File: config.mk
export PLATFORM = sky130hd
export DESIGN_NAME = tagDirectory
export DESIGN_NICKNAME = d
export VERILOG_FILES = /design/src/dmCachePkg.sv /design/src/tagDirectory.sv
export VERILOG_INCLUDE_DIRS = /design/src /design/src/include
export SDC_FILE = /design/constraint.sdc
export NUM_CORES = 1
export LEC_CHECK = 0
export BUFFER_PORTS_ARGS = -buffer_cell sky130_fd_sc_hd__buf_2
export CAP_MARGIN = 30
export CORE_AREA = 5 5 226 228
export CTS_CLUSTER_SIZE = 30
export DETAILED_ROUTE_END_ITERATION = 6
export DIE_AREA = 0 0 231 233
export PLACE_DENSITY = 0.53
export SYNTH_ARGS = -nofsm -noshare
export SYNTH_HDL_FRONTEND = slang
export SYNTH_SLANG_ARGS = --single-unit
export TNS_END_PERCENT = 100
File: constraint.sdc
create_clock -name cacheCoreBus -period 4.5 [get_ports cacheCoreBus]
set_input_delay 0.45 -clock cacheCoreBus [delete_from_list [all_inputs] [get_ports cacheCoreBus]]
set_output_delay 0.45 -clock cacheCoreBus [all_outputs]
set_load 0.02 [all_outputs]
File: src/include/dmCache_settings.svh
`ifndef DMCACHE_SETTINGS_SVH
`define DMCACHE_SETTINGS_SVH

// Word address width seen by the core and the arbiter
`define DMC_ADDR_BITS 32

// Data word width on both buses
`define DMC_WORD_BITS 64

// Line index width, 16 lines
`define DMC_INDEX_BITS 4

// Word offset inside a line
`define DMC_OFFSET_BITS 3

// Words per line, must equal 2**DMC_OFFSET_BITS
`define DMC_LINE_WORDS 8

// Tag is whatever is left above index and offset
`define DMC_TAG_BITS (`DMC_ADDR_BITS - `DMC_INDEX_BITS - `DMC_OFFSET_BITS)

`endif
File: src/dmCachePkg.sv
`include "dmCache_settings.svh"

package dmCachePkg;

   // Word address viewed as cache fields
   // Field order matches the address bits, tag on top
   typedef struct packed {
      logic [`DMC_TAG_BITS-1:0]    tag;
      logic [`DMC_INDEX_BITS-1:0]  index;
      logic [`DMC_OFFSET_BITS-1:0] offset;
   } addrFieldsT;

   // Read request from the core
   typedef struct packed {
      logic [`DMC_ADDR_BITS-1:0] addr;
   } coreReqT;

   // Read data back to the core
   typedef struct packed {
      logic [`DMC_WORD_BITS-1:0] data;
   } coreRespT;

   // Line request to the arbiter, offset bits always zero
   typedef struct packed {
      logic [`DMC_ADDR_BITS-1:0] addr;
   } memReqT;

   // One word of a returned line
   typedef struct packed {
      logic [`DMC_WORD_BITS-1:0] data;
   } memRespT;

   // Whole line, words[0] in the low bits
   typedef struct packed {
      logic [`DMC_LINE_WORDS-1:0][`DMC_WORD_BITS-1:0] words;
   } cacheLineT;

   // Controller states
   // lookup spans two cycles: address latch, then hit decision
   typedef enum logic [1:0] {
      idle,
      lookup,
      fetchMemory,
      respond
   } cacheStateT;

endpackage

File: src/tagDirectory.sv
`include "dmCache_settings.svh"

module tagDirectory (
   input  logic                   cacheCoreBus,
   input  logic                   rstN,
   input  logic                   accept,
   input  dmCachePkg::coreReqT    req,
   input  logic                   fillDone,
   output dmCachePkg::addrFieldsT fields,
   output logic                   hit
);

   // One valid bit per line, cleared by reset
   logic [(1 << `DMC_INDEX_BITS)-1:0] valid;

   // Tag array, only meaningful where valid is set
   logic [`DMC_TAG_BITS-1:0] tags [(1 << `DMC_INDEX_BITS)];

   // Incoming address split into fields
   dmCachePkg::addrFieldsT reqFields;

   // Registered directory read for the latched index
   logic                     validRd;
   logic [`DMC_TAG_BITS-1:0] tagRd;

   assign reqFields = dmCachePkg::addrFieldsT'(req.addr);

   // Valid bits and their read port
   always_ff @(posedge cacheCoreBus or negedge rstN) begin
      if (!rstN) begin
         valid   <= '0;
         validRd <= 1'b0;
      end else begin
         if (accept) begin
            validRd <= valid[reqFields.index];
         end
         // Fill completes the line at the index latched on accept
         if (fillDone) begin
            valid[fields.index] <= 1'b1;
         end
      end
   end

   // Request latch and tag array
   always_ff @(posedge cacheCoreBus) begin
      if (accept) begin
         fields <= reqFields;
         tagRd  <= tags[reqFields.index];
      end
      if (fillDone) begin
         tags[fields.index] <= fields.tag;
      end
   end

   // Hit decision, valid one cycle after accept
   assign hit = validRd && (tagRd == fields.tag);

endmodule

After elaboration in Yosys (flattened, before gate mapping)

Memories as Yosys holds them, arrays and structs flattened. A register that Yosys moved wholly into a read port is not among the register bits.
Index checks and enable logic that the tools add are counted.

Register bits: 49
RAM bits: 400
Bits of input ports: 36
Output and inout bits: 33
Logic and storage cells: 19
Memories kept: 1

Order comparisons: 3
Equality and inequality tests: 1
Mux-type cells: 6
Bitwise gates (word level): 1
Reductions and logical operators: 2

Memories:

| memory | words | width | rd ports | clocked after Yosys merged registers in | write ports | RTL line           | source |
|---|---|---|---|---|---|---|---|
| tags   | 16    | 25    | 1        | 1                                       | 1           | tagDirectory.sv:17 | `` logic [`DMC_TAG_BITS-1:0] tags [(1 << `DMC_INDEX_BITS)]; `` |

Operator list:

| kind                                                        | count |
|---|---|
| equality test 25 bit                                        | 1 |
| OR 16 bit                                                   | 1 |
| less-than comparator 4 x 5 -> 1 bit (second input constant) | 2 |
| binary-select mux 1 bit (select 4 bit)                      | 1 |
| demux 1 bit (select 4 bit)                                  | 1 |
| >= comparator 4 x 1 -> 1 bit (second input constant)        | 1 |
| two-way mux 1 bit                                           | 4 |
| logical AND 1 bit                                           | 2 |

Longest topological paths before layout

Word-level depth: 5
Gate-level depth with buffers: 6
Depth with buffers taken out: 4

Worst setup path after synthesis

OpenSTA, ideal clock, no wires.

Path type: register to register
Start point: reg fields[5] (netlist bit)
End point: mem tags[0][0] (netlist bit), enable pin
Arrival time: 2.743 ns
Data required time: 4.060 ns
Setup slack: 1.317 ns
Stages on the path, launching flop included: 3
Buffers on the path: 0
Clock period less this slack: 3.183 ns
Path through: edfxtp_1 -> or3b_1 -> nor3_1

RTL lines:

| element                | RTL line           | source |
|---|---|---|
| from (decl)            | tagDirectory.sv:9  | `output dmCachePkg::addrFieldsT fields,` |
| from (signal assigned) | tagDirectory.sv:47 | `fields <= reqFields;` |
| to (decl)              | tagDirectory.sv:17 |  |

Straight into the memory's write port.

Worst setup path in the final report

Start point: reg fields[16] (netlist bit)
End point: out hit

Word-level cells in the longest chain between the ends: 2

RTL lines:

| element              | RTL line           | source |
|---|---|---|
| equality test 25 bit | tagDirectory.sv:56 | `assign hit = validRd && (tagRd == fields.tag);` |
| logical AND 1 bit    | tagDirectory.sv:56 |  |
| to (decl)            | tagDirectory.sv:10 | `output logic hit` |

Every way passes these cells.

==> results.md <==
* Syn Nets at between 700 and 800
* Number of buffers created by CTS at 51
* Sw Pwr at 2080 uW
* Max-slew headroom at 0.423
* Largest net degree at the start of global routing at 56
* Die Wd at about 230 um
* Placed Area at between 15000 and 20000 um2
* Seq pwr share at 0.533
* DP Worst Slack at roughly 1500 ps
* Drt via density at 5.21
* Clock Tree Root: clkbuf_16
* Layout cell share with drive strength beyond 1 at 0.348
* Outcome: finished clean
* WS Path Type: reg2out
* Clock Latency Late Sink at approximately 600 ps
* Minimum clock period after layout at 3620 ps
* Clock sink count at 474
* Leak at around 0.0066 uW
* Core area at a little under 50000 um2
* Final HPWL DP at 22100 um
* Yosys warns at 0
* H-Tree Depth at 2
* Post-route cell area at 20800 um2
* Initial Util at 0.366
* Yosys cell types at 23
* Routed via count at 7804
* CTS tree: done
* Post-DRT Antenna Nets at 0
* Clock Tree Buf Depth at 3
* Final Hold Fails at 0
* Drt initial violations at approximately 710
* Final Cycle Share at 0.805
* Hold Crit Class: in2reg
* Clock transition at the registers of the reported paths at ~60 ps
* Critical Path Source Type: flip-flop
* RSZ-0062 raised after global routing: false
* Die area at roughly 54000 um2
* Avg Inst Size Synth at 25.1 um2
* GRT Util Overall at 0.153
* Setup bufs post-CTS at 0
* Switching share of power at 0.217
* Area grow syn2layout at 16.6%
* Antenna Cells at 0
* First-pass GRT wire length at 59400 um
* Drt wl/cell at about 27 um
* Number of global-route vias before repair at slightly above 8000
* Internal power at ~7500 uW
* Sequential share of the synthesized area at 0.794
* Maximum vdd drop at 0.295 mV
* Number of I/O pins at 69
* Element type at the critical path end: output pin
* Initial antenna violation count at 0
* Routability congestion estimate at 0.684
* Cells after synthesis at roughly 700
* Final setup TNS at 0 ps
* Max-capacitance violation count at 0
* Clock Power Share at 0.416
* Worst Path Required at 4050 ps
* Die H at 233 um
* Cell Rows at 81
* Final #Nets at approximately 870
* DRC at 0
* Post-Route WL at 40900 um
* PnR worst setup slack at 877 ps
* # port buffers at between 60 and 70
* Max-slew violations at 0
* Setup Skew at roughly 16 ps
* Worst-case hold slack at 38.4 ps
* Pre-antenna DRT Iters at 5
* Combinational share of power at 0.051
* Max Fanout on Critical Path at 18
* Yosys reg bits at 474
* # setup viols final at 0
* Mapped cell area at 17800 um2
* Worst Max-Slew Pin Slew at a little under 900 ps
* Fmax at roughly 0.28 GHz
* CP Data Arrival Time at around 3200 ps
* Grt ovf at 0
* Power Density at ~460 nW/um2
metrics by stage:
step / util / power [uW] / cells
after floorplan: - / 5470 / 709
after global placement: 0.392 / 5700 / 1396
after detailed placement: 0.393 / 5710 / 1398
after CTS: 0.427 / 9720 / 1498
after global routing: 0.427 / 9940 / 1499
final: 0.427 / 9590 / 1499
worst paths after layout:
kind                            startpoint           end  slack, ps  cells past startpoint
worst max-delay path            fields[16]           hit        880                      5
worst min-delay path                req[7]     fields[7]         40                      1
worst max register to register   fields[3]  tags[14][18]       2120                      3
worst min register to register    valid[5]      valid[5]        460                      1
max in group asynchronous             rstN     valid[10]       3870                      2
min in group asynchronous             rstN      valid[1]        340                      2
cell families (layout without fill, tap and decap cells):
family | Yosys count | count (layout) | synth area share
AND/OR/NAND/NOR | 48 | 48 | 0.0148
flip-flops | 474 | 474 | 0.794
buffers and inverters | 29 | 197 | 0.0120
XOR/XNOR | 25 | 25 | 0.0123
multiplexers | 133 | 133 | 0.167
cells in the final DEF (no fill, tap or decap), types with 3 or more instances in the layout:
cell type / n
buf_12: 4
buf_2: 65
buf_4: 27
bufinv_16: 3
clkbuf_1: 8
clkbuf_16: 52
clkinv_1: 15
clkinv_2: 7
clkinvlp_4: 3
dfrtp_1: 17
dlygate4sd3_1: 7
edfxtp_1: 457
mux2i_1: 3
mux4_1: 8
mux4_2: 121
nand3_1: 3
nor2_4: 12
nor3_2: 4
nor4_1: 5
or2_1: 16
xnor2_1: 9
xor2_1: 16
cells in the mapped netlist:
cell type	instances	area, um2
nand2b_1	2	12.5
xor2_1	16	140
nor4_1	5	31.3
or2_1	16	100
nand4_1	2	12.5
mux2i_1	3	30.0
dfrtp_1	17	425
mux4_1	8	210
or3b_1	1	8.76
nand3b_1	2	15.0
nor3_1	4	20.0
buf_2	8	40.0
nand2_1	1	3.75
edfxtp_1	457	13700
mux4_2	121	2730
buf_1	5	18.8
buf_6	4	45.0
nand3_1	3	15.0
clkbuf_1	8	30.0
buf_12	4	80.1
xnor2_1	9	78.8
mux2_2	1	11.3
nor2_1	12	45.0
registers in the layout (all words and copies together), names as in the netlist:
name and flops:
tags 400, fields 32, tagRd 25, valid 16, validRd 1
power groups by stage:
stage	Sequential (uW)	Clock (uW)	Combinational [uW]
2_1_floorplan	5190	0	282
3_3_place_gp	5200	0	502
3_5_place_dp	5200	0	506
4_1_cts	5110	4090	512
5_1_grt	5130	4270	533
6_report	5110	3990	494
what timing repair did:
action | CTS | global route
hold buffers | 7 | 0
endpoints found under the hold margin | 23 | 0
resized for setup | 0 | 0
per-layer routing:
metal / part of all wire / track usage
met2: 0.47 / 0.238
met3: 0.054 / 0.0267
met1: 0.46 / 0.226
met4: 0.019 / 0.0431
met5: 0 / 0
final cells by class:
class	instances	area [um2]
Fill cell	4149	27900
Sequential cell	474	14100
Multi-Input combinational cell	206	3570
Clock buffer	61	1350
Tap cell	622	778
Timing Repair Buffer	104	689
Clock inverter	32	246
critical path: stages (launching register included):
cell and delay, ps:
edfxtp_1 620, xor2_1 250, nor4_1 680, nand3_1 140, nor4_1 590, buf_2 290
No activity file was read; power rests on OpenSTA's default activity.
