<file path="src/include/dmCache_settings.svh">
`ifndef DMCACHE_SETTINGS_SVH
`define DMCACHE_SETTINGS_SVH

// Word address width seen by the core and the arbiter
`define DMC_ADDR_BITS 32

// Data word width on both buses
`define DMC_WORD_BITS 64

// Line index width, 16 lines
`define DMC_INDEX_BITS 4

// Word offset inside a line
`define DMC_OFFSET_BITS 3

// Words per line, must equal 2**DMC_OFFSET_BITS
`define DMC_LINE_WORDS 8

// Tag is whatever is left above index and offset
`define DMC_TAG_BITS (`DMC_ADDR_BITS - `DMC_INDEX_BITS - `DMC_OFFSET_BITS)

`endif
</file>
<file path="src/dmCachePkg.sv">
`include "dmCache_settings.svh"

package dmCachePkg;

   // Word address viewed as cache fields
   // Field order matches the address bits, tag on top
   typedef struct packed {
      logic [`DMC_TAG_BITS-1:0]    tag;
      logic [`DMC_INDEX_BITS-1:0]  index;
      logic [`DMC_OFFSET_BITS-1:0] offset;
   } addrFieldsT;

   // Read request from the core
   typedef struct packed {
      logic [`DMC_ADDR_BITS-1:0] addr;
   } coreReqT;

   // Read data back to the core
   typedef struct packed {
      logic [`DMC_WORD_BITS-1:0] data;
   } coreRespT;

   // Line request to the arbiter, offset bits always zero
   typedef struct packed {
      logic [`DMC_ADDR_BITS-1:0] addr;
   } memReqT;

   // One word of a returned line
   typedef struct packed {
      logic [`DMC_WORD_BITS-1:0] data;
   } memRespT;

   // Whole line, words[0] in the low bits
   typedef struct packed {
      logic [`DMC_LINE_WORDS-1:0][`DMC_WORD_BITS-1:0] words;
   } cacheLineT;

   // Controller states
   // lookup spans two cycles: address latch, then hit decision
   typedef enum logic [1:0] {
      idle,
      lookup,
      fetchMemory,
      respond
   } cacheStateT;

endpackage

</file>
<file path="src/fillController.sv">
`include "dmCache_settings.svh"

module fillController (
   input  logic                   cacheCoreBus,
   input  logic                   rstN,
   input  logic                   reqCyc,
   output logic                   reqAck,
   input  logic                   hit,
   input  dmCachePkg::addrFieldsT fields,
   input  logic                   respBusy,
   output logic                   memReqCyc,
   output dmCachePkg::memReqT     memReq,
   input  logic                   memReqAck,
   input  logic                   memRespCyc,
   input  dmCachePkg::memRespT    memResp,
   output logic                   memRespAck,
   output logic                   accept,
   output logic                   fillDone,
   output dmCachePkg::cacheLineT  fillLine,
   output dmCachePkg::coreRespT   fillWord,
   output logic                   loadHit,
   output logic                   loadFill
);

   dmCachePkg::cacheStateT state;

   // Next word slot in the fill buffer
   logic [`DMC_OFFSET_BITS-1:0] wordCount;

   // Line being assembled from the arbiter
   dmCachePkg::cacheLineT fillBuf;

   logic takeWord;
   logic lastWord;
   logic missSeen;

   // Lookup second cycle, accept already dropped, directory answer valid
   assign loadHit  = (state == dmCachePkg::lookup) && !accept && hit;
   assign missSeen = (state == dmCachePkg::lookup) && !accept && !hit;

   // A word is taken once per memRespCyc, ack blocks a double take
   assign takeWord = (state == dmCachePkg::fetchMemory) && memRespCyc && !memRespAck;
   assign lastWord = wordCount == `DMC_OFFSET_BITS'(`DMC_LINE_WORDS - 1);

   always_ff @(posedge cacheCoreBus or negedge rstN) begin
      if (!rstN) begin
         state      <= dmCachePkg::idle;
         reqAck     <= 1'b0;
         accept     <= 1'b0;
         memReqCyc  <= 1'b0;
         memRespAck <= 1'b0;
         wordCount  <= '0;
         fillDone   <= 1'b0;
         loadFill   <= 1'b0;
      end else begin
         // Pulses default low
         reqAck     <= 1'b0;
         accept     <= 1'b0;
         memRespAck <= 1'b0;
         fillDone   <= 1'b0;
         loadFill   <= 1'b0;
         case (state)
            dmCachePkg::idle: begin
               if (reqCyc) begin
                  reqAck <= 1'b1;
                  accept <= 1'b1;
                  state  <= dmCachePkg::lookup;
               end
            end
            dmCachePkg::lookup: begin
               // First cycle only lets the directory latch
               if (loadHit) begin
                  state <= dmCachePkg::respond;
               end else if (missSeen) begin
                  memReqCyc <= 1'b1;
                  wordCount <= '0;
                  state     <= dmCachePkg::fetchMemory;
               end
            end
            dmCachePkg::fetchMemory: begin
               if (memReqCyc && memReqAck) begin
                  memReqCyc <= 1'b0;
               end
               if (takeWord) begin
                  memRespAck <= 1'b1;
                  wordCount  <= wordCount + `DMC_OFFSET_BITS'(1);
                  // Eighth word, line complete
                  if (lastWord) begin
                     fillDone <= 1'b1;
                     loadFill <= 1'b1;
                     state    <= dmCachePkg::respond;
                  end
               end
            end
            dmCachePkg::respond: begin
               // fillDone marks the cycle before respCyc rises on a miss
               if (!respBusy && !fillDone) begin
                  state <= dmCachePkg::idle;
               end
            end
            default: begin
               state <= dmCachePkg::idle;
            end
         endcase
      end
   end

   // Line-aligned miss address, held through the request handshake
   always_ff @(posedge cacheCoreBus) begin
      if (missSeen) begin
         memReq.addr <= {fields.tag, fields.index, {`DMC_OFFSET_BITS{1'b0}}};
      end
   end

   // Fill buffer, filled in word order
   always_ff @(posedge cacheCoreBus) begin
      if (takeWord) begin
         fillBuf.words[wordCount] <= memResp.data;
      end
   end

   assign fillLine      = fillBuf;
   // Requested word picked out of the fresh line
   assign fillWord.data = fillBuf.words[fields.offset];

endmodule

</file>
<file path="config.mk">
export PLATFORM = sky130hd
export DESIGN_NAME = fillController
export DESIGN_NICKNAME = d
export VERILOG_FILES = /design/src/dmCachePkg.sv /design/src/fillController.sv
export VERILOG_INCLUDE_DIRS = /design/src /design/src/include
export SDC_FILE = /design/constraint.sdc
export NUM_CORES = 1
export LEC_CHECK = 0
export BUFFER_PORTS_ARGS = -buffer_cell sky130_fd_sc_hd__buf_4
export CORE_AREA = 5 5 280 282
export CTS_BUF_LIST = sky130_fd_sc_hd__clkbuf_16
export DETAILED_ROUTE_END_ITERATION = 10
export DIE_AREA = 0 0 285 287
export SLEW_MARGIN = 20
export SYNTH_ARGS = -nofsm -noshare
export SYNTH_HDL_FRONTEND = slang
export SYNTH_SLANG_ARGS = --single-unit
</file>
<file path="constraint.sdc">
create_clock -name cacheCoreBus -period 8.85 [get_ports cacheCoreBus]
set_clock_uncertainty 0.05 [all_clocks]
set_input_delay 1.77 -clock cacheCoreBus [delete_from_list [all_inputs] [get_ports cacheCoreBus]]
set_output_delay 1.77 -clock cacheCoreBus [all_outputs]
set_load 0.01 [all_outputs]
</file>
Word level (Yosys, flattened, before mapping) --
Cells that the tools add are included.
Storage, ports and cells: output and inout bits 615, word-level logic and storage cells 76, flip-flop bits (word level) 550
Cells by class: reduce and logical (&&, ||, !) cells 18, magnitude comparators 3, add/subtract/negate cells 1, eq/ne operators 12, muxes and demuxes 27
Operators with widths (count):
- 512-bit bitwise mux | 1
- 64-bit binary-select mux with 3-bit select | 1
- 64-bit demux with 3-bit select | 1
- 64-bit 2-to-1 mux | 2
- 2-bit 2-to-1 mux | 6
- 2-bit inequality test, second input constant | 6
- 1-bit 2-to-1 mux | 10
- 3-bit 2-to-1 mux | 3
- 1-bit logical AND | 8
- 3-bit by 4-bit less-than comparator with 1-bit output, second input constant | 2
- 2-bit one-hot mux with 4 select lines | 1
- 4-bit AND reduction | 2
- 3-bit one-hot mux with 2 select lines | 1
- 1-bit logical NOT | 5
- 5-bit AND reduction | 1
- 2-bit equality test, second input constant | 2
- 3-bit by 1-bit adder with 3-bit output, second input constant | 1
- 3-bit equality test, second input constant | 1
- 3-bit by 1-bit >= comparator with 1-bit output, second input constant | 1
- 3-bit inequality test, second input constant | 1
- 2-bit by 1-bit equality test with 1-bit output, second input constant | 1
- 2-bit logical NOT | 1
- 2-bit by 1-bit inequality test with 1-bit output, second input constant | 1
- 1-bit one-hot mux with 2 select lines | 1
- 2-bit nonzero test | 1

Logic depth before layout (Yosys ltp) --
depth in word-level cells 6, gate-level depth with buffers 6, gate-level depth less buffers 6

Worst setup path after synthesis --
No wires, ideal clock.
kind input port to flip-flop, start input memRespCyc, end register fillBuf (netlist bit fillLine[0]), enable pin, stages on the path 4, data required time 8.235 ns, arrival time 6.632 ns, buffers on the path 0, slack 1.604 ns, path through nor2b_1 and2_1 nand2b_1 nor3_1
Between the ends: cells in the longest elaborated chain, start to end 2
Ends and longest elaborated chain:
- start: declaration | RTL line fillController.sv:14 | input logic memRespCyc,
- 1-bit logical AND (2 in series) | RTL line fillController.sv:42 | assign takeWord = (state == dmCachePkg::fetchMemory) && memRespCyc && !memRespAck;
- end: declaration | RTL line fillController.sv:31 | dmCachePkg::cacheLineT fillBuf;
Every way passes these cells. A chain may end at the register's enable or synchronous reset.

==> flow_metrics.env <==
export IMPL_status="completed"
export IMPL_grtUsageTotal_pct=16.3
export IMPL_hold_viol=0
export IMPL_final_core_util_pct=38.9
export IMPL_worstHoldStart="memReqCyc$_DFFE_PN0P_"
export IMPL_core_region_area_um2=75400
export IMPL_drtIter0Drc=873
export IMPL_dieHeight_um=287
export IMPL_arrival_ns=3.94
export IMPL_crit_type="input pin to output port"
export IMPL_cts_resized_gates=0
export IMPL_worstPathMaxFanout=44
export IMPL_r2r_end="fillLine[9]$_DFFE_PP_"
export IMPL_postSynthCellCount=840
export IMPL_min_period_ns=5.76
export IMPL_wl_mm=69.8
export IMPL_hpwl_mm=49.9
export IMPL_place_worst_setup_slack_ns=2.98
export IMPL_cts_hold_buf=0
export IMPL_num_vias=12300
export IMPL_ys_flop_type="edfxtp_1"
export IMPL_synth_mux_area_share_pct=17.5
export IMPL_grt_start_max_net_pins=69
export IMPL_relSlewSlack_pct=46.0
export IMPL_ff2ff_setup_slack_ns=6.12
export IMPL_finalPower_uw=6390
export IMPL_p_per_area_nw_per_um2=218
export IMPL_drive_gt1_share_pct=62.3
export IMPL_p_int_uw=4950
export IMPL_gp_congestion=0.872
export IMPL_hold_depth=2
export IMPL_synth_commonest_cells="541 x edfxtp_1, 128 x mux4_2, 65 x mux2_2"
export IMPL_ff2ff_path_depth=6
export IMPL_worst_slew_pin_slew_ns=0.810
export IMPL_synth_top_family_by_area="multiplexers"
export IMPL_synth_area_leaders="edfxtp_1 78%, mux4_2 14%, mux2_2 3.5%"
export IMPL_nNetsFinal=1707
export IMPL_comb_power_share_pct=11.0
export IMPL_cts_tree="built"
export IMPL_synth_compound_area_share_pct=0.387
export IMPL_ctsHtreeMaxLevel=2
export IMPL_port_buffers=714
export IMPL_whs_ns=0.466
export IMPL_synth_seq_cells=550
export IMPL_required_ns=7.03
export IMPL_grt_pass1_wl_mm=99.1
export IMPL_yosysUniqueCellTypes=28
export IMPL_swShare_pct=22.6
export IMPL_synth_xor_area_share_pct=0
export IMPL_clkPwrFrac_pct=40.9
export IMPL_end_kind="output port"
export IMPL_avgSynthCellArea_um2=24.6
export IMPL_dieWidth_um=285
export IMPL_io_pins=718
export IMPL_peakVddDrop_uv=166
export IMPL_setup_violations=0
export IMPL_finalCritPeriodShare_pct=65.0
export IMPL_finalSetupTns_ns=0
export IMPL_yosysMostFrequentCell="edfxtp_1"
export IMPL_cts_sink_count=550
export IMPL_syn_to_final_growth_pct=41.8
export IMPL_rows=101
export IMPL_p_seq_share_pct=48.1
export IMPL_netlist_top_cell_by_area="edfxtp_1"
export IMPL_clk_pin_slew_worst_paths_ns=0.06
export IMPL_p_sw_uw=1440
export IMPL_async_flop_share_pct=1.64
export IMPL_synthAdderAreaFrac_pct=0.423
export IMPL_fmax_ghz=0.174
export IMPL_worstHoldPathType="flop to flop"
export IMPL_ys_seq_area_share_pct=79.6
export IMPL_clock_tree_root_cell="clkbuf_16"
export IMPL_antenna_left=0
export IMPL_wl_per_cell_um=26.6
export IMPL_maxSlewViolCount=0
export IMPL_rsz0062_at_grt="no"
export IMPL_synth_simple_gate_area_share_pct=0.725
export IMPL_final_setup_worst_slack_ns=3.09
export IMPL_cts_buffers=59
export IMPL_drc=0
export IMPL_r2r_start="state[0]$_DFFE_PN0P_"
export IMPL_insertion_delay_ns=0.58
export IMPL_via_per_inst=4.67
export IMPL_dieArea_um2=81800
export IMPL_start_util_pct=27.4
export IMPL_maxCapViolCount=0
export IMPL_grt_pass1_vias=13600
export IMPL_yosysTopAreaCellShare_pct=78.5
export IMPL_post_cts_buffers=0
export IMPL_drt_first_pass_iters=5
export IMPL_yosys_warnings=0
export IMPL_p_leak_uw=0.0108
export IMPL_antenna_found_initial=3
export IMPL_synth_enable_flop_cells=541
export IMPL_startpoint_type="input pin"
export IMPL_cts_buffer_depth=3
export IMPL_min_to="memReqCyc$_DFFE_PN0P_"
export IMPL_grt_ovfl_total=0
export IMPL_synth_cell_area_um2=20700
## power by group through the flow
stage | logic (uW) | registers (uW) | clock network (uW)
floorplan | 283 | 3170 | 0
global placement | 700 | 3130 | 0
detailed placement | 716 | 3130 | 0
CTS | 716 | 3080 | 2690
global route | 753 | 3080 | 2810
finish | 703 | 3070 | 2610
## worst max-delay path, stage by stage
cell and delay, ns:
buf_8 0.42, buf_4 0.62, mux4_2 0.62, mux2_2 0.28, buf_4 0.14
## area by class of cell
| class | instances | area (um^2) |
|---|---|---|
| fillers | 6788 | 46100 |
| flip-flops and latches | 550 | 16500 |
| repair buffers | 735 | 5550 |
| multi-input cells | 246 | 4000 |
| clock buffers | 61 | 1530 |
| well taps | 978 | 1220 |
| clock inverters | 45 | 547 |
| inverters | 5 | 18.8 |
| diodes | 4 | 10.0 |
## stage by stage
stage | cell area (um^2) | instances
after CTS | 29300 | 2620
final | 29400 | 2624
after global placement | 27300 | 2514
after global routing | 29300 | 2621
after detailed placement | 27300 | 2514
after floorplan | 20700 | 842
## logic make-up (layout without fill, tap and decap cells)
group,after synthesis,after routing
and+or+nand+nor,30,30
DFF,550,550
other,1,7
buffers and inverters,46,846
muxes,193,193
AOI/OAI and AO/OA,13,13
adders and majority gates,7,7
## flip-flops by register name (all words and copies together) (netlist names)
register / flops
state: 2
wordCount: 3
memRespAck: 1
fillLine: 512
memReq: 29
loadFill: 1
accept: 1
memReqCyc: 1
## cell usage in the layout, fill, tap and decap left out, types with 7 or more instances in the layout
| master | count |
|---|---|
| dfrtp_1 | 9 |
| inv_1 | 14 |
| mux4_2 | 128 |
| ha_1 | 7 |
| mux2_2 | 65 |
| edfxtp_1 | 541 |
| clkinv_1 | 11 |
| clkbuf_16 | 61 |
| bufinv_16 | 13 |
| buf_4 | 731 |
| nand2_1 | 8 |
## per-layer routing
metal,track usage [%],vias up,part of all wire (%)
met4,5.04,0,3.1
met3,5.67,109,9.1
met5,0,-,0
li1,-,5098,-
met2,28.9,630,51
met1,18.5,6421,37
## worst max path at each step
stage	from	endpoint
floorplan	memRespCyc	fillLine[0]$_DFFE_PP_
global placement	fields[0]	fillWord[15]
detailed placement	fields[0]	fillWord[15]
CTS	fields[0]	fillWord[15]
global route	fields[0]	fillWord[13]
finish	fields[0]	fillWord[15]
(Power assumes the default switching activity.)
