==> config.mk <==
export PLATFORM = sky130hd
export DESIGN_NAME = responseHold
export DESIGN_NICKNAME = d
export VERILOG_FILES = /design/src/dmCachePkg.sv /design/src/responseHold.sv
export VERILOG_INCLUDE_DIRS = /design/src /design/src/include
export SDC_FILE = /design/constraint.sdc
export NUM_CORES = 1
export LEC_CHECK = 0
export BUFFER_PORTS_ARGS = -buffer_cell sky130_fd_sc_hd__buf_4
export CAP_MARGIN = 10
export CELL_PAD_IN_SITES_DETAIL_PLACEMENT = 0
export CELL_PAD_IN_SITES_GLOBAL_PLACEMENT = 1
export CORE_ASPECT_RATIO = 1.1
export CORE_MARGIN = 1
export CORE_UTILIZATION = 35
export DETAILED_ROUTE_END_ITERATION = 8
export HOLD_SLACK_MARGIN = 0.05
export PLACE_DENSITY = 0.91
export SKIP_LAST_GASP = 1
export SYNTH_ARGS = -nofsm -noshare
export SYNTH_HDL_FRONTEND = slang
export SYNTH_SLANG_ARGS = --single-unit
export TNS_END_PERCENT = 1
==> constraint.sdc <==
create_clock -name cacheCoreBus -period 1.3 [get_ports cacheCoreBus]
set_input_delay 0.195 -clock cacheCoreBus [delete_from_list [all_inputs] [get_ports cacheCoreBus]]
set_output_delay 0.195 -clock cacheCoreBus [all_outputs]
set_load 0.02 [all_outputs]
==> src/include/dmCache_settings.svh <==
`ifndef DMCACHE_SETTINGS_SVH
`define DMCACHE_SETTINGS_SVH

// Word address width seen by the core and the arbiter
`define DMC_ADDR_BITS 32

// Data word width on both buses
`define DMC_WORD_BITS 64

// Line index width, 16 lines
`define DMC_INDEX_BITS 4

// Word offset inside a line
`define DMC_OFFSET_BITS 3

// Words per line, must equal 2**DMC_OFFSET_BITS
`define DMC_LINE_WORDS 8

// Tag is whatever is left above index and offset
`define DMC_TAG_BITS (`DMC_ADDR_BITS - `DMC_INDEX_BITS - `DMC_OFFSET_BITS)

`endif
==> src/dmCachePkg.sv <==
`include "dmCache_settings.svh"

package dmCachePkg;

   // Word address viewed as cache fields
   // Field order matches the address bits, tag on top
   typedef struct packed {
      logic [`DMC_TAG_BITS-1:0]    tag;
      logic [`DMC_INDEX_BITS-1:0]  index;
      logic [`DMC_OFFSET_BITS-1:0] offset;
   } addrFieldsT;

   // Read request from the core
   typedef struct packed {
      logic [`DMC_ADDR_BITS-1:0] addr;
   } coreReqT;

   // Read data back to the core
   typedef struct packed {
      logic [`DMC_WORD_BITS-1:0] data;
   } coreRespT;

   // Line request to the arbiter, offset bits always zero
   typedef struct packed {
      logic [`DMC_ADDR_BITS-1:0] addr;
   } memReqT;

   // One word of a returned line
   typedef struct packed {
      logic [`DMC_WORD_BITS-1:0] data;
   } memRespT;

   // Whole line, words[0] in the low bits
   typedef struct packed {
      logic [`DMC_LINE_WORDS-1:0][`DMC_WORD_BITS-1:0] words;
   } cacheLineT;

   // Controller states
   // lookup spans two cycles: address latch, then hit decision
   typedef enum logic [1:0] {
      idle,
      lookup,
      fetchMemory,
      respond
   } cacheStateT;

endpackage

==> src/responseHold.sv <==
module responseHold (
   input  logic                 cacheCoreBus,
   input  logic                 rstN,
   input  logic                 loadHit,
   input  logic                 loadFill,
   input  dmCachePkg::coreRespT hitWord,
   input  dmCachePkg::coreRespT fillWord,
   input  logic                 respAck,
   output logic                 respCyc,
   output dmCachePkg::coreRespT resp,
   output logic                 respBusy
);

   // Response strobe
   // Rises on a load, falls on the edge after respAck
   always_ff @(posedge cacheCoreBus or negedge rstN) begin
      if (!rstN) begin
         respCyc <= 1'b0;
      end else if (loadHit || loadFill) begin
         respCyc <= 1'b1;
      end else if (respCyc && respAck) begin
         respCyc <= 1'b0;
      end
   end

   // Response word, frozen between loads
   // Hit and fill loads never coincide
   always_ff @(posedge cacheCoreBus) begin
      if (loadHit) begin
         resp <= hitWord;
      end else if (loadFill) begin
         resp <= fillWord;
      end
   end

   // Pending response holds the controller in respond
   assign respBusy = respCyc;

endmodule

== Word-level counts from Yosys, hierarchy flattened ==
Index checks and enable logic that the tools add are counted.
Widths: inputs -> output; s select.

* Bits in registers: 65
* Bits of input ports: 133
* Output and inout port bits: 66
* Logic and storage cells: 10

* Mux-type cells: 4
* Reduce and logical (&&, ||, !) cells: 4

{| class="wikitable"
|+ Operator list
! cell !! count
|-
| $mux 64 || 2
|-
| $reduce_bool 2->1 || 2
|-
| $mux 1 || 2
|-
| $logic_and 1x1->1 || 1
|-
| $logic_or 1x1->1 || 1
|}

== Logic depth before layout (Yosys ltp) ==
Gate-level depths: netlist of run 1.

* Word-level depth: 3
* Depth in mapped cells: 3
* Gate-level depth less buffers: 2

== Worst setup path after synthesis of run 1 ==
OpenSTA, ideal clock, no wires.

* Path type: input to register
* Start: input port loadHit
* End: register resp[0] (netlist bit), enable pin
* Library setup time: 0.426 ns
* Arrival time: 1.788 ns
* Setup slack: -0.914 ns
* Stages on the path: 2
* Path buffers: 1
* Path through: buf_6 -> or2_1

* Cells in the longest elaborated chain, start to end: 1

{| class="wikitable"
|+ RTL lines
! what !! RTL line !! text
|-
| start, declared || responseHold.sv:4 || <nowiki>input logic loadHit,</nowiki>
|-
| $reduce_bool 2->1 (no line) || -- ||
|-
| end signal, assigned || responseHold.sv:30 || <nowiki>resp <= hitWord;</nowiki>
|-
| end signal, assigned || responseHold.sv:32 || <nowiki>resp <= fillWord;</nowiki>
|-
| end, declared || responseHold.sv:10 || <nowiki>output dmCachePkg::coreRespT resp,</nowiki>
|}

No other way between the ends.
A chain may end at the register's enable or synchronous reset.

== Worst setup path after layout of run 1 ==
* Start: register resp[13] (netlist bit)
* End: output port resp[13] (netlist bit)

No word-level cell between the ends.

==> results of run 1 <==
==> cell type report <==
type / instances / area share
Sequential cell: 65 / 0.4045
Clock inverter: 3 / 0.003119
Timing Repair Buffer: 210 / 0.3384
Clock buffer: 13 / 0.03301
Tap cell: 108 / 0.02807
Multi-Input combinational cell: 66 / 0.1921
Inverter: 1 / 0.0007798
==> sequential cells by signal, summed over array words and instances, names as in the netlist <==
name and count:
resp 64, respBusy 1
==> per-stage QoR <==
stage | hold WS, ns | instance area (um2) | total power, mW | cells
floorplan | -0.1006 | 2955 | 3.308 | 140
global placement | -0.02848 | 4629 | 4.002 | 449
detailed placement | -0.02918 | 4629 | 4.034 | 449
CTS | 0.1341 | 4813 | 5.561 | 466
global route | 0.1390 | 4813 | 5.716 | 466
finish | 0.1477 | 4813 | 5.481 | 466
==> placed cells by master, fill, tap and decap left out <==
master         count
edfxtp_1          64
buf_12             4
dlygate4sd3_1      1
or2_4              1
a21o_1             1
clkinv_2           3
buf_4            205
clkbuf_8          11
mux2_2            14
dfrtp_1            1
mux2_4            50
inv_1              1
clkbuf_1           2
==> logic make-up after synthesis <==
group,share of synthesized area
simple gates,0.002120
compound gates,0.002543
buf+inv,0.02839
mux,0.3076
flops,0.6593
==> repair_timing <==
action,CTS,global route
hold endpoints to repair,1,0
setup buffers,0,0
endpoints found under the setup margin,0,0
resized for setup,0,0
hold buffers,1,0
==> layer usage <==
layer | GRT usage | vias up | part of all wire
met2 | 0.2879 | 116 | 0.58
met3 | 0.07101 | 13 | 0.090
met5 | 0 | - | 0
li1 | - | 971 | -
met4 | 0.05861 | 0 | 0.023
met1 | 0.1178 | 965 | 0.31
==> final timing paths <==
kind                             to  slack [ns]
min reg2reg                respBusy        0.52
max                        resp[13]        0.21
max reg2reg                respBusy        0.62
min                        respBusy        0.15
max in group asynchronous  respBusy        1.03
min in group asynchronous  respBusy        0.19
==> power groups by stage <==
| stage | registers [mW] | clock network [mW] | logic (mW) |
|---|---|---|---|
| final | 2.63 | 1.51 | 1.34 |
| after floorplan | 2.98 | 0 | 0.331 |
| after detailed placement | 2.68 | 0 | 1.36 |
| after CTS | 2.63 | 1.57 | 1.36 |
| after global routing | 2.65 | 1.66 | 1.41 |
| after global placement | 2.67 | 0 | 1.34 |
==> results.yml, run 1 <==
setup_path:
  path_max_fanout: 1
  critPathCaptureType: "output pin"
  crit_path_max_incr_delay_ns: 0.39
  cp_num_cells: 1
  startpoint: "resp[13]"
  worstPathArrival_ns: 0.90
  critPathRequiredTime_ns: 1.11
  crit_family: "flip-flops"
  slowest_stage: "edfxtp_1"
  start_kind: "register"
  crit_buf_inv: 1
  worstSetupPathType: "register to output pin"
  rr_worst_depth: 1
  path_cells: "buf_4"
  rr_startpoint: "respBusy"
detailed_routing:
  vias: 2065
  via_per_inst: 4.431
  drcViolationCount: 0
  postRouteAntennaNets: 0
  drtIter0Drc: 50
  wirelength_um: 6736
  first_pass_iters: 4
  wl_per_cell_um: 14.45
sta:
  final-setup-viol-count: 0
  worst_pin_slew_ns: 0.1992
  fin_ws_ns: 0.2096
  slew_headroom: 0.8672
  period_minus_slack_ns: 1.090
  fmax_mhz: 917.1
  period_share: 0.8387
  skew_ns: 0
  slew_viol_final: 0
  hold_violations: 0
  rsz0062_at_grt: "no"
  tns_ns: 0
outcome:
  status: "completed"
logic_synthesis:
  syn_avg_cell_area_um2: 21.09
  synthArstFlopShare: 0.01538
  synthCells: 140
  yosysWarnings: 0
  synth_enable_flop_cells: 64
  seq_area_frac_synth: 0.6593
  synth.distinct_cells: 10
  yosysTopAreaCell: "edfxtp_1"
  syn_area_um2: 2953
  synthTopCellsByCount: "edfxtp_1 (64), mux2_4 (50), mux2_2 (14)"
  yosysTopAreaCellShare: 0.6508
  synth_area_leaders: "edfxtp_1 (65%), mux2_4 (25%), mux2_2 (5.3%)"
  synth.most_common_cell: "edfxtp_1"
  syn_nets: 273
  ys_ff_latch: 65
  ys.flop_type: "edfxtp_1"
finish:
  nFillCells: 648
  multi_input_area_um2: 924.6
  insertedDiodeCount: 0
  area_delta_synth_final_pct: 63.01
  nNetsFinal: 486
  fin_util: 0.5987
  drive_above_1_share: 0.8045
  register_area_um2: 1947
cts:
  clk_latency_ns: 0.32
  cts_max_level: 3
  clock_path_buffers: 2
  cts_buffers: 9
  cts_root_buf: "clkbuf_8"
  cts_sinks: 65
  cts_tree: "built"
  clkTransAtPathRegs_ns: 0.07
place:
  hpwl_um: 5400
  portBuffers: 198
  dp_slack_ns: 0.05073
  routabilityCongestion: 0.7210
flow_run:
  drv_cap: 0
global_route:
  antenna_found_initial: 0
  grt_pass1_vias: 2117
  overflow: 0
  grt_pass1_wl_um: 9439
  grt_util_all_layers: 0.1474
  grt_max_degree: 36
floorplanning:
  start_util: 0.3673
  placementRows: 34
  core_um2: 8040
  die_w_um: 89.58
  die_y_um: 98.34
  ios: 199
  dieArea_um2: 8808
min_path:
  worstHoldStart: "respAck"
  hold_class: "input port to register"
  hold_depth: 3
power:
  power.static_leakage_nw: 2.260
  swShare: 0.2475
  combPwrFrac: 0.245
  p_per_area_nw_per_um2: 1139
  p_int_mw: 4.124
  power_frac_clock: 0.276
  ir_worst_vdd_v: 0.0006123
  p_sw_mw: 1.357
  power_frac_seq: 0.480
(Power assumes the default switching activity.)
==> run 2: changes to the inputs <==
--- a/config.mk
+++ b/config.mk
@@ -12,10 +12,10 @@
 export CELL_PAD_IN_SITES_GLOBAL_PLACEMENT = 1
 export CORE_ASPECT_RATIO = 1.1
 export CORE_MARGIN = 1
-export CORE_UTILIZATION = 35
+export CORE_UTILIZATION = 29
 export DETAILED_ROUTE_END_ITERATION = 8
 export HOLD_SLACK_MARGIN = 0.05
-export PLACE_DENSITY = 0.91
+export PLACE_DENSITY = 0.81
 export SKIP_LAST_GASP = 1
 export SYNTH_ARGS = -nofsm -noshare
 export SYNTH_HDL_FRONTEND = slang
==> constraint.sdc (replaced) <==
create_clock -name cacheCoreBus -period 0.95 [get_ports cacheCoreBus]
set_input_delay 0.1425 -clock cacheCoreBus [delete_from_list [all_inputs] [get_ports cacheCoreBus]]
set_output_delay 0.1425 -clock cacheCoreBus [all_outputs]
set_load 0.02 [all_outputs]
==> results.yml, run 2 (synthesized netlist as in run 1, its figures left out) <==
finish:
  stdcell_count: 476
  final_area_um2: 4825
  drive_above_1_share: 0.7949
  largest_reg_flops: 64
  final_cell_mix: "buf_4 (199), edfxtp_1 (64), mux2_4 (50)"
  final_common_cell: "buf_4"
  nNetsFinal: 484
  area_delta_synth_final_pct: 63.39
  top_register: "resp"
  insertedDiodeCount: 0
sta:
  fin_ws_ns: -0.06938
  fmax_mhz: 981.0
  slew_viol_final: 0
  tns_ns: -3.176
  final-setup-viol-count: 66
  rsz0062_at_grt: "yes"
  hold_violations: 0
  whs_ns: 0.08821
  slew_headroom: 0.8526
  worst_pin_slew_ns: 0.2211
  period_share: 1.073
  period_minus_slack_ns: 1.019
  skew_ns: 0
outcome:
  status: "finished with violations"
  violations: "DRC, setup timing"
setup_path:
  slowest_stage: "dfrtp_1"
  rr_startpoint: "respBusy"
  worstPathArrival_ns: 0.88
  rr_endpoint: "respBusy"
  crit_family: "flip-flops"
  path_max_fanout: 3
  reg2reg_slack_ns: 0.28
  worstSetupPathType: "register to output pin"
  start_kind: "register"
  critPathCaptureType: "output pin"
  path_cells: "buf_4"
  rr_worst_depth: 1
  crit_path_max_incr_delay_ns: 0.39
  critPathRequiredTime_ns: 0.81
  crit_buf_inv: 1
flow_run:
  drv_cap: 0
power:
  power.static_leakage_nw: 2.247
  ir_worst_vdd_v: 0.0005485
  p_per_area_nw_per_um2: 1556
floorplanning:
  die_y_um: 107.8
  placementRows: 38
  core_um2: 9889
  dieArea_um2: 10590
  die_w_um: 98.21
  start_util: 0.2986
  ios: 199
cts:
  cts_sinks: 65
  clk_latency_ns: 0.32
  cts_max_level: 3
  clock_path_buffers: 2
  clkTransAtPathRegs_ns: 0.06
  cts_tree: "built"
  post-cts-setup-buffer-count: 0
  cts_buffers: 9
  cts_root_buf: "clkbuf_8"
global_route:
  antenna_found_initial: 0
  grt_pass1_wl_um: 9784
  overflow: 0
  grt_pass1_vias: 1974
  grt_max_degree: 40
  grt_util_all_layers: 0.1236
place:
  placed_cells: 459
  placed_area_um2: 4629
  dp_slack_ns: -0.2235
  hpwl_um: 5303
  routabilityCongestion: 0.7191
  portBuffers: 198
min_path:
  hold_depth: 3
  worstHoldStart: "respAck"
  worstHoldEndpoint: "respBusy"
  hold_class: "input port to register"
detailed_routing:
  drcViolationCount: 13
  wl_per_cell_um: 14.51
  vias: 2008
  first_pass_iters: 7
  drtIter0Drc: 49
  postRouteAntennaNets: 0
  via_per_inst: 4.218
  wirelength_um: 6908
## run 2: worst max path at each step
| stage | to | start | slack (ns) | cells past startpoint |
|---|---|---|---|---|
| 2_1_floorplan | resp[0] | loadHit | -0.22 | 2 |
| 3_3_place_gp | resp[38] | loadHit | -0.21 | 3 |
| 3_5_place_dp | resp[12] | loadHit | -0.22 | 3 |
| 4_1_cts | resp[48] | resp[48] | -0.1 | 1 |
| 5_1_grt | resp[41] | resp[41] | -0.12 | 1 |
| 6_report | respBusy | respBusy | -0.07 | 1 |
## run 2: layer usage
layer,share of wire,global-route usage
met3,0.094,0.05065
met5,0,0
met1,0.35,0.1252
met2,0.54,0.2228
met4,0.015,0.05437
## run 2: timing repair
item / CTS / global route
endpoints found under the setup margin: 66 / 66
gates resized for setup: 3 / 1
hold endpoints to repair: 1 / 0
hold buffers: 1 / 0
## run 2: cell type report
class                           count  area [um2]
Sequential cell                    65        1947
Timing Repair Buffer              208        1629
Multi-Input combinational cell     66       924.6
Clock buffer                       16       170.2
Fill cell                         882        5065
Tap cell                          120       150.1
Inverter                            1       3.754
## run 2: where the power goes
group	total, mW	internal (mW)	leakage [nW]	switching (mW)
sequential	3.60	3.51	0.662	0.0903
combinational	1.84	1.06	1.50	0.785
clock	2.06	1.10	0.0850	0.961
total	7.51	5.67	2.25	1.84
## run 2: tightest hold or removal path: cells and delay by family
family / cells / cell delay, ns
AO/OA/AOI/OAI: 1 / 0.09
buffers and inverters: 2 / 0.14
## run 2: stage by stage
step	power, mW	utilization
after floorplan	4.531	-
after global placement	5.489	0.4681
after detailed placement	5.513	0.4681
after CTS	7.613	0.4875
after global routing	7.800	0.4879
final	7.507	0.4879
